==> config.mk <==
export PLATFORM = sky130hd
export DESIGN_NAME = div_top
export DESIGN_NICKNAME = d
export VERILOG_FILES = /design/src/div_pkg.sv /design/src/div_handshake_ctrl.sv /design/src/div_operand_prep.sv /design/src/div_radix4.sv /design/src/div_result_fix.sv /design/src/div_top.sv
export SDC_FILE = /design/constraint.sdc
export NUM_CORES = 1
export LEC_CHECK = 0
export ABC_CLOCK_PERIOD_IN_PS = 5200
export BUFFER_PORTS_ARGS = -buffer_cell sky130_fd_sc_hd__buf_2
export CORE_MARGIN = 1
export CORE_UTILIZATION = 40
export CTS_CLUSTER_SIZE = 14
export DETAILED_ROUTE_END_ITERATION = 7
export GPL_ROUTABILITY_DRIVEN = 0
export MAX_ROUTING_LAYER = met4
export REMOVE_ABC_BUFFERS = 1
export SYNTH_ARGS = -nofsm -noshare
export SYNTH_HDL_FRONTEND = slang
export SYNTH_SLANG_ARGS = --single-unit
==> constraint.sdc <==
create_clock -name clk -period 5.2 [get_ports clk]
set_clock_uncertainty 0.1 [all_clocks]
set_input_delay 0.26 -clock clk [delete_from_list [all_inputs] [get_ports clk]]
set_output_delay 0.26 -clock clk [all_outputs]
set_load 0.05 [all_outputs]
==> src/div_pkg.sv <==
// Shared opcode and state types plus default width for the RISC-V divide unit, imported by RTL and testbench

package div_pkg;

    // Operand width handed to div_top when the top level does not override it
    // Must stay even, the core retires two quotient bits per cycle
    localparam int DIV_XLEN_DEFAULT = 32;

    // Divide opcodes
    // Encoding follows the low two funct3 bits of the M extension
    //   100 DIV, 101 DIVU, 110 REM, 111 REMU
    typedef enum logic [1:0] {
        OP_DIV  = 2'b00,
        OP_DIVU = 2'b01,
        OP_REM  = 2'b10,
        OP_REMU = 2'b11
    } div_op_t;

    // Requester handshake states
    // IDLE waits for req, RUN waits for the core,
    // DONE holds ack until req drops, RELEASE clears the core
    typedef enum logic [1:0] {
        ST_IDLE    = 2'b00,
        ST_RUN     = 2'b01,
        ST_DONE    = 2'b10,
        ST_RELEASE = 2'b11
    } div_state_t;

    // Opcode class helpers
    function automatic logic op_is_signed(div_op_t op);
        return (op == OP_DIV) || (op == OP_REM);
    endfunction

    function automatic logic op_is_rem(div_op_t op);
        return (op == OP_REM) || (op == OP_REMU);
    endfunction

endpackage

==> src/div_handshake_ctrl.sv <==
// Four-phase req/ack sequencer that issues the divider core's single-cycle start and ack pulses
`timescale 1ns/100ps

module div_handshake_ctrl (
    input  logic clk,
    input  logic rst,
    input  logic req,
    input  logic complete,
    output logic ack,
    output logic start,
    output logic core_ack
);
    import div_pkg::*;

    div_state_t state;
    div_state_t state_next;

    // Next state
    always_comb begin
        state_next = state;
        case (state)
            ST_IDLE: begin
                if (req) begin
                    state_next = ST_RUN;
                end
            end
            ST_RUN: begin
                // Wait for the core to finish
                if (complete) begin
                    state_next = ST_DONE;
                end
            end
            ST_DONE: begin
                // Hold result until the requester lets go
                if (!req) begin
                    state_next = ST_RELEASE;
                end
            end
            ST_RELEASE: begin
                state_next = ST_IDLE;
            end
            default: begin
                state_next = ST_IDLE;
            end
        endcase
    end

    // State and pulse registers
    always_ff @(posedge clk) begin
        if (rst) begin
            state    <= ST_IDLE;
            start    <= 1'b0;
            core_ack <= 1'b0;
        end else begin
            state    <= state_next;
            // One cycle after req is first seen
            start    <= (state == ST_IDLE) && req;
            // Clears the core's complete flag during RELEASE
            core_ack <= (state == ST_DONE) && !req;
        end
    end

    // Requester ack is a pure state decode
    assign ack = (state == ST_DONE);

endmodule

==> src/div_operand_prep.sv <==
// Turns divide operands into unsigned magnitudes with sign and zero flags for the selected opcode
`timescale 1ns/100ps

module div_operand_prep #(
    parameter int XLEN = 32
) (
    input  div_pkg::div_op_t op,
    input  logic [XLEN-1:0]  a,
    input  logic [XLEN-1:0]  b,
    output logic [XLEN-1:0]  a_mag,
    output logic [XLEN-1:0]  b_mag,
    output logic             neg_q,
    output logic             neg_r,
    output logic             div_zero
);
    import div_pkg::*;

    logic is_signed;
    logic a_neg;
    logic b_neg;

    assign is_signed = op_is_signed(op);

    // Sign bits only count for DIV and REM
    assign a_neg = is_signed & a[XLEN-1];
    assign b_neg = is_signed & b[XLEN-1];

    // Two's complement magnitudes
    // Most negative value maps onto itself, read back as unsigned
    assign a_mag = a_neg ? (~a + XLEN'(1)) : a;
    assign b_mag = b_neg ? (~b + XLEN'(1)) : b;

    // Single zero test for the whole unit
    assign div_zero = (b == '0);

    // Quotient sign, kept off for divide by zero so all ones survive
    assign neg_q = (a_neg ^ b_neg) & ~div_zero;

    // Remainder follows the dividend
    assign neg_r = a_neg;

endmodule

==> src/div_radix4.sv <==
// Iterative unsigned radix-4 restoring divider started by a pulse, with complete held until ack
`timescale 1ns/100ps

module div_radix4 #(
    parameter int XLEN = 32
) (
    input  logic            clk,
    input  logic            rst,
    input  logic            start,
    input  logic            ack,
    input  logic [XLEN-1:0] a,
    input  logic [XLEN-1:0] b,
    output logic [XLEN-1:0] q,
    output logic [XLEN-1:0] r,
    output logic            complete
);

    // Two quotient bits per iteration
    localparam int ITER  = XLEN / 2;
    localparam int CNT_W = $clog2(ITER + 1);

    logic             running;
    logic [CNT_W-1:0] count;

    // Partial remainder and divisor multiples are two bits wider than the operands
    logic [XLEN+1:0] pr;
    logic [XLEN+1:0] b_1;
    logic [XLEN+1:0] b_2;
    logic [XLEN+1:0] b_3;

    // Trial subtractions with the borrow in the top bit
    logic [XLEN+2:0] pr_sub_1;
    logic [XLEN+2:0] pr_sub_2;
    logic [XLEN+2:0] pr_sub_3;

    assign pr_sub_1 = {1'b0, pr} - {1'b0, b_1};
    assign pr_sub_2 = {1'b0, pr} - {1'b0, b_2};
    assign pr_sub_3 = {1'b0, pr} - {1'b0, b_3};

    // Divisor multiples, partial remainder and quotient shift register
    always_ff @(posedge clk) begin
        if (start) begin
            b_1 <= {2'b00, b};
            b_2 <= {1'b0, b, 1'b0};
            b_3 <= {1'b0, b, 1'b0} + {2'b00, b};
            // Top dividend pair seeds the remainder while the rest waits in q
            pr  <= {{XLEN{1'b0}}, a[XLEN-1 -: 2]};
            q   <= {a[XLEN-3:0], 2'b00};
        end else if (running && (count != CNT_W'(ITER))) begin
            // Largest multiple that does not borrow wins
            if (!pr_sub_3[XLEN+2]) begin
                pr <= {pr_sub_3[XLEN-1:0], q[XLEN-1 -: 2]};
                q  <= {q[XLEN-3:0], 2'b11};
            end else if (!pr_sub_2[XLEN+2]) begin
                pr <= {pr_sub_2[XLEN-1:0], q[XLEN-1 -: 2]};
                q  <= {q[XLEN-3:0], 2'b10};
            end else if (!pr_sub_1[XLEN+2]) begin
                pr <= {pr_sub_1[XLEN-1:0], q[XLEN-1 -: 2]};
                q  <= {q[XLEN-3:0], 2'b01};
            end else begin
                pr <= {pr[XLEN-1:0], q[XLEN-1 -: 2]};
                q  <= {q[XLEN-3:0], 2'b00};
            end
        end
    end

    // Last shift brings in two padding zeros that are dropped here
    assign r = pr[XLEN+1:2];

    // Iteration counter and completion flag
    always_ff @(posedge clk) begin
        if (rst) begin
            running  <= 1'b0;
            count    <= '0;
            complete <= 1'b0;
        end else if (start) begin
            running  <= 1'b1;
            count    <= '0;
            complete <= 1'b0;
        end else if (running) begin
            if (count == CNT_W'(ITER)) begin
                // All digits retired so q and pr freeze
                running  <= 1'b0;
                complete <= 1'b1;
            end else begin
                count <= count + CNT_W'(1);
            end
        end else if (ack) begin
            complete <= 1'b0;
        end
    end

endmodule

==> src/div_result_fix.sv <==
// Reapplies signs to the core outputs and picks quotient or remainder as the divide result
`timescale 1ns/100ps

module div_result_fix #(
    parameter int XLEN = 32
) (
    input  div_pkg::div_op_t op,
    input  logic [XLEN-1:0]  q,
    input  logic [XLEN-1:0]  r,
    input  logic             neg_q,
    input  logic             neg_r,
    input  logic             div_zero,
    output logic [XLEN-1:0]  result
);
    import div_pkg::*;

    logic [XLEN-1:0] q_signed;
    logic [XLEN-1:0] r_signed;
    logic [XLEN-1:0] q_final;

    // Negate toward zero rounding
    assign q_signed = neg_q ? (~q + XLEN'(1)) : q;
    assign r_signed = neg_r ? (~r + XLEN'(1)) : r;

    // Divide by zero forces an all ones quotient
    // Core already yields this unsigned and neg_q stays off for signed ops
    assign q_final = div_zero ? '1 : q_signed;

    // MIN / -1 falls out naturally
    // |MIN| / 1 is 2^(XLEN-1) which negates back to MIN with a zero remainder

    // Remainder for REM and REMU and quotient for DIV and DIVU
    assign result = op_is_rem(op) ? r_signed : q_final;

endmodule

==> src/div_top.sv <==
// Top of the RISC-V M-extension divide unit, one division per four-phase req/ack exchange
`timescale 1ns/100ps

module div_top #(
    parameter int XLEN = div_pkg::DIV_XLEN_DEFAULT
) (
    input  logic             clk,
    input  logic             rst,
    input  logic             req,
    input  div_pkg::div_op_t op,
    input  logic [XLEN-1:0]  a,
    input  logic [XLEN-1:0]  b,
    output logic             ack,
    output logic [XLEN-1:0]  result
);

    // Operand prep to core and fixup
    logic [XLEN-1:0] a_mag;
    logic [XLEN-1:0] b_mag;
    logic            neg_q;
    logic            neg_r;
    logic            div_zero;

    // Core control and outputs
    logic            start;
    logic            core_ack;
    logic            complete;
    logic [XLEN-1:0] q;
    logic [XLEN-1:0] r;

    div_handshake_ctrl u_ctrl (
        .clk      (clk),
        .rst      (rst),
        .req      (req),
        .complete (complete),
        .ack      (ack),
        .start    (start),
        .core_ack (core_ack)
    );

    // Inputs held by the requester, so flags stay valid all run
    div_operand_prep #(.XLEN(XLEN)) u_prep (
        .op       (op),
        .a        (a),
        .b        (b),
        .a_mag    (a_mag),
        .b_mag    (b_mag),
        .neg_q    (neg_q),
        .neg_r    (neg_r),
        .div_zero (div_zero)
    );

    div_radix4 #(.XLEN(XLEN)) u_core (
        .clk      (clk),
        .rst      (rst),
        .start    (start),
        .ack      (core_ack),
        .a        (a_mag),
        .b        (b_mag),
        .q        (q),
        .r        (r),
        .complete (complete)
    );

    div_result_fix #(.XLEN(XLEN)) u_fix (
        .op       (op),
        .q        (q),
        .r        (r),
        .neg_q    (neg_q),
        .neg_r    (neg_r),
        .div_zero (div_zero),
        .result   (result)
    );

endmodule

Word-level counts from Yosys, hierarchy flattened. Index checks and enable logic that the tools add are counted.

Register bits after elaboration: 143. Input port bits: 69.

Reduce and logical (&&, ||, !) cells: 15. Equality and inequality tests: 11. Muxes and demuxes: 26. $add $sub $neg: 9. Bitwise operators: 10.

Operators by type and width (number): 32-bit 2-to-1 mux (8); 32-bit by 1-bit adder with 32-bit output, second input constant (4); 32-bit NOT (4); 34-bit 2-to-1 mux (3); 34-bit by 32-bit subtractor with 35-bit output (1); 34-bit by 33-bit subtractor with 35-bit output (1); 34-bit by 34-bit subtractor with 35-bit output (1); 33-bit by 32-bit adder with 34-bit output (1); 32-bit zero test (1); 2-bit 2-to-1 mux (7); 2-bit == test, second input constant (4); 2-bit case mux with 4 select lines (1); 1-bit 2-to-1 mux (7); 2-bit inequality test, second input constant (3); 5-bit by 1-bit adder with 5-bit output, second input constant (1); 5-bit == test, second input constant (1); 5-bit inequality test, second input constant (1); 2-bit zero test (2); 2-bit AND reduction (2); 2-bit nonzero test (2); 1-bit AND (3); 1-bit logical AND (3); 3-bit AND reduction (1); 2-bit by 1-bit == test with 1-bit output, second input constant (1); other kinds (6) (8).

Depth between registers and ports, before layout.
Depth in word-level cells: 8. Mapped depth: 17. Depth with buffers taken out: 17.

Cells and area by module. A second synthesis with hierarchy kept.

Cells, all modules: 1981. Area, all modules: 16118.0 um^2.

By module, submodules not included: div_radix4 (times used 1, area each 12603.3 um^2, sequential area each 3733.6 um^2, cells each 1490); div_result_fix (times used 1, area each 1692.9 um^2, sequential area each 0.0 um^2, cells each 244); div_operand_prep (times used 1, area each 1627.8 um^2, sequential area each 0.0 um^2, cells each 228); div_handshake_ctrl (times used 1, area each 193.9 um^2, sequential area each 80.1 um^2, cells each 19).

Least setup slack after synthesis. No wires, ideal clock.

Path type: input port to flip-flop. Start: input b[31]. End: register u_core.b_3[26] (data pin). Data arrival time: 3.993 ns. Stages on the path: 16. Setup slack: 0.847 ns. Path buffers: 2. Cell sequence: nor2b_1 clkbuf_1 buf_1 o31ai_1 xnor2_1 ha_1 o21a_1 a2111o_1 a31oi_1 o21bai_1 a21boi_1 a221o_1 a211o_1 a221o_1 a21oi_2 xnor2_1.

Word-level cells in the longest chain between the ends: 3.

Ends and longest elaborated chain: start, declared (RTL line div_top.sv:12) `input logic [XLEN-1:0] b,`; 1-bit AND (RTL line div_operand_prep.sv:26) `assign b_neg = is_signed & b[XLEN-1];`; 32-bit 2-to-1 mux (RTL line div_operand_prep.sv:31) `assign b_mag = b_neg ? (~b + XLEN'(1)) : b;`; net b_mag[3] (RTL line div_top.sv:19) `logic [XLEN-1:0] b_mag;`; 33-bit by 32-bit adder with 34-bit output (RTL line div_radix4.sv:45) `b_3 <= {1'b0, b, 1'b0} + {2'b00, b};`; end signal, assigned (RTL line div_radix4.sv:45); end, declared (RTL line div_radix4.sv:29) `logic [XLEN+1:0] b_3;`.

The timed path passes the listed nets, and every way through them passes these cells. A chain may end at the register's enable or synchronous reset.

Worst setup path after layout.
Start: input b[0]. End: register u_core.b_3[26] (data pin).

Word-level cells in the longest chain between the ends: 4.

Ends and longest elaborated chain (RTL line): 32-bit NOT (div_operand_prep.sv:31); 32-bit by 1-bit adder with 32-bit output (div_operand_prep.sv:31); 32-bit 2-to-1 mux (div_operand_prep.sv:31); net b_mag[12] (div_top.sv:19); 33-bit by 32-bit adder with 34-bit output (div_radix4.sv:45).

The timed path passes the listed nets, and every way through them passes these cells.

==> flow_metrics.env <==
export IMPL_leakagePower_nw=7.23
export IMPL_synth_common_cells="184 x a21oi_1, 180 x nand2_1, 141 x xnor2_1"
export IMPL_cp_max_fo=6
export IMPL_clockBufferDepth=2
export IMPL_grt_usage_pct=24.6
export IMPL_synthArstFlopShare_pct=0
export IMPL_cts_tree="built"
export IMPL_placed_cell_area_mm2=0.0165
export IMPL_routed_via_density=5.77
export IMPL_grt_pass1_vias=13800
export IMPL_slew_headroom_pct=29.5
export IMPL_grt_max_degree=68
export IMPL_clock_sinks=142
export IMPL_yosys_warnings=0
export IMPL_setup_ws_ps=407
export IMPL_synth_area_top_cells="edfxtp_1 19%, ha_1 11%, xnor2_1 8.1%, a21oi_1 6.0%, dfxtp_1 5.9%"
export IMPL_r2r_cells=14
export IMPL_post_cts_buffers=0
export IMPL_path_cells="dlygate4sd3_1 -> buf_2 -> inv_1 -> ha_1 -> nor3b_1 -> nand3_1 -> nand2_1 -> xnor2_1 -> ha_1 -> a21o_1 -> a21o_1 -> a21oi_1 -> nand2_1 -> a21o_1 -> a221o_1 -> a211o_1 -> a221o_1 -> a21oi_2 -> xnor2_1"
export IMPL_max_cap_viol_count=0
export IMPL_ys_types=75
export IMPL_yosysSeqAreaShare_pct=24.9
export IMPL_arrival_ps=4880
export IMPL_synthesis_area_mm2=0.0153
export IMPL_htree_levels=4
export IMPL_crit_path_frequent_cell="a21o_1"
export IMPL_synth_largest_area_cell="edfxtp_1"
export IMPL_power_density_mw_per_mm2=576
export IMPL_gr_usage_met1_pct=34.7
export IMPL_area_growth_pct=12.3
export IMPL_fillers=3862
export IMPL_synth_top_cell_area_share_pct=19.0
export IMPL_worstMarginPinSlew_ps=1060
export IMPL_rsz0062_at_grt="no"
export IMPL_grt_ovfl_total=0
export IMPL_critPathMaxStageDelay_ps=590
export IMPL_antenna_found_initial=0
export IMPL_top_usage_layer="met2"
export IMPL_use_met3_pct=2.01
export IMPL_worst_hold_path_num_cells=3
export IMPL_use_met2_pct=38.2
export IMPL_die_area_mm2=0.0391
export IMPL_drive_above_1_share_pct=9.98
export IMPL_clk_pin_slew_ps=70
export IMPL_setup_viol=0
export IMPL_power_mw=9.92
export IMPL_synth_flop_cell="edfxtp_1"
export IMPL_ioPinCount=102
export IMPL_dp_slack_ps=468
export IMPL_multi_input_area_mm2=0.0108
export IMPL_num_vias=14600
export IMPL_core_area_mm2=0.0377
export IMPL_post_route_period_util_pct=92.2
export IMPL_clk_latency_ps=440
export IMPL_cts_root_buf="clkbuf_16"
export IMPL_whs_endpoint="u_core.q[2]"
export IMPL_hold_path_class="primary input to flop"
export IMPL_antenna_cells=0
export IMPL_p_sw_mw=4.98
export IMPL_fmax_ghz=0.209
export IMPL_worstPathBufferInverterCount=3
export IMPL_ys_ff_latch=142
export IMPL_synthCells=1920
export IMPL_initial_core_util_pct=40.7
export IMPL_place_hpwl_mm=35.9
export IMPL_fin_crit_ps=4790
export IMPL_initialDrtViolationCount=1111
export IMPL_final_nets=2224
export IMPL_numCtsBuffers=17
export IMPL_p_sw_share_pct=50.2
export IMPL_r2r_setup_slack_ps=810
export IMPL_hold_path_startpoint="a[0]"
export IMPL_p_comb_share_pct=65.5
export IMPL_reg2reg_from="u_core.pr[0]"
export IMPL_path_class="primary input to flop"
export IMPL_cp_top_family="compound AO/OA/AOI/OAI gates"
export IMPL_drt_pass1_iterations=5
export IMPL_rows=71
export IMPL_slew_violations=0
export IMPL_synth_edf_count=97
export IMPL_ir_drop_mv=0.216
export IMPL_synth_most_common_cell="a21oi_1"
export IMPL_grt_pass1_wl_mm=73.4
export IMPL_regArea_mm2=0.00382
export IMPL_required_ps=5280
export IMPL_cp_start_kind="primary input"
export IMPL_synth_area_per_cell_um2=7.98
export IMPL_status="finished, final reports clean"
export IMPL_fin_area_mm2=0.0172
export IMPL_p_int_mw=4.95
export IMPL_critPathCaptureType="flop"
export IMPL_antenna_left=0
export IMPL_wl_per_cell_um=18.3
export IMPL_crit_path_start="b[0]"
export IMPL_port_buffers=101
export IMPL_drc=0
export IMPL_die_w_um=198
export IMPL_die_h_um=198
export IMPL_final_hold_viol_count=0
export IMPL_wl_mm=46.3
export IMPL_seqPwrFrac_pct=20.6
export IMPL_slowest_stage="nor3b_1"
export IMPL_timing_rr_end="u_core.pr[16]"
export IMPL_p_clk_share_pct=13.8
## power groups by stage
stage	Combinational (mW)	Sequential (mW)	Clock, mW
finish	6.50	2.05	1.37
global route	7.16	2.09	1.44
CTS	6.41	2.03	1.39
detailed placement	6.37	2.05	0
global placement	6.28	2.05	0
floorplan	4.76	1.95	0
## how the worst max path moves through the flow
stage | endpoint | slack (ps) | depth (start not counted)
floorplan | u_core.pr[32] | -150 | 12
global placement | u_core.b_3[26] | 500 | 17
detailed placement | u_core.b_3[26] | 470 | 18
CTS | u_core.b_3[26] | 370 | 19
global route | u_core.b_3[26] | 40 | 18
finish | u_core.b_3[26] | 410 | 19
## state kept, by name, summed over array words and instances (netlist names)
register / count
u_core.b_1: 31
u_core.b_3: 34
u_core.complete: 1
u_core.count: 5
u_core.pr: 34
u_core.q: 32
u_core.running: 1
u_ctrl.core_ack: 1
u_ctrl.start: 1
u_ctrl.state: 2
## area by class of cell
cell class	instances	share of cell area [%]
Tap cell	511	3.71
Timing Repair Buffer	144	4.87
Clock buffer	17	2.47
Inverter	127	2.77
Sequential cell	142	22.2
Multi-Input combinational cell	1581	62.8
Clock inverter	14	1.21
## metal layers
metal	vias up	part of all wire, %	wire (um)
met2	449	44	20500
met4	0	1.4	626
met3	45	5.9	2720
met5	-	0	0
met1	6820	49	22500
li1	7309	-	-
## through the flow
step	hold WS [ps]	std cells	setup TNS, ps	util (%)
5_1_grt	111	2536	0	45.7
6_report	84.8	2536	0	45.7
4_1_cts	75.0	2536	0	45.7
3_5_place_dp	383	2501	0	43.9
2_1_floorplan	232	1850	-253	-
3_3_place_gp	373	2501	0	43.9
## what timing repair did
item	CTS	global route
hold endpoints to repair	6	0
gates resized for setup	0	0
hold buffers	4	0
## kinds of logic (layout without fill, tap and decap cells)
family	count (synthesis)	after routing	synth area share, %
simple gates	545	545	17.1
mux	13	13	0.890
xor+xnor	221	221	12.6
fa+ha+maj	142	142	11.8
compound gates	660	660	27.8
flops	142	142	24.9
buf+inv	197	302	4.85
## tightest hold or removal path, delay by kind of cell
kind / cells / cell delay, ps
buffers and inverters: 1 / 120
AND/OR/NAND/NOR: 1 / 70
AO/OA/AOI/OAI: 1 / 60
## layout by cell type, fill, tap and decap left out, types with 12 or more instances in the layout
master and instances:
a21oi_1 184, nand2_1 180, xnor2_1 141, o21ai_0 139
ha_1 138, inv_1 126, nor2_1 119, buf_2 101
edfxtp_1 97, xor2_1 80, a21o_1 56, nor3_1 47
dfxtp_1 44, nand3_1 42, buf_4 39, o31ai_1 30
a22oi_1 30, a31oi_1 27, a211oi_1 26, nand2b_1 25
nor4_1 22, o21a_1 22, nor2b_1 17, clkbuf_16 17
o211ai_1 15, or4_1 14, nand4_1 13, o22ai_1 12
No activity file was read; power rests on OpenSTA's default activity.
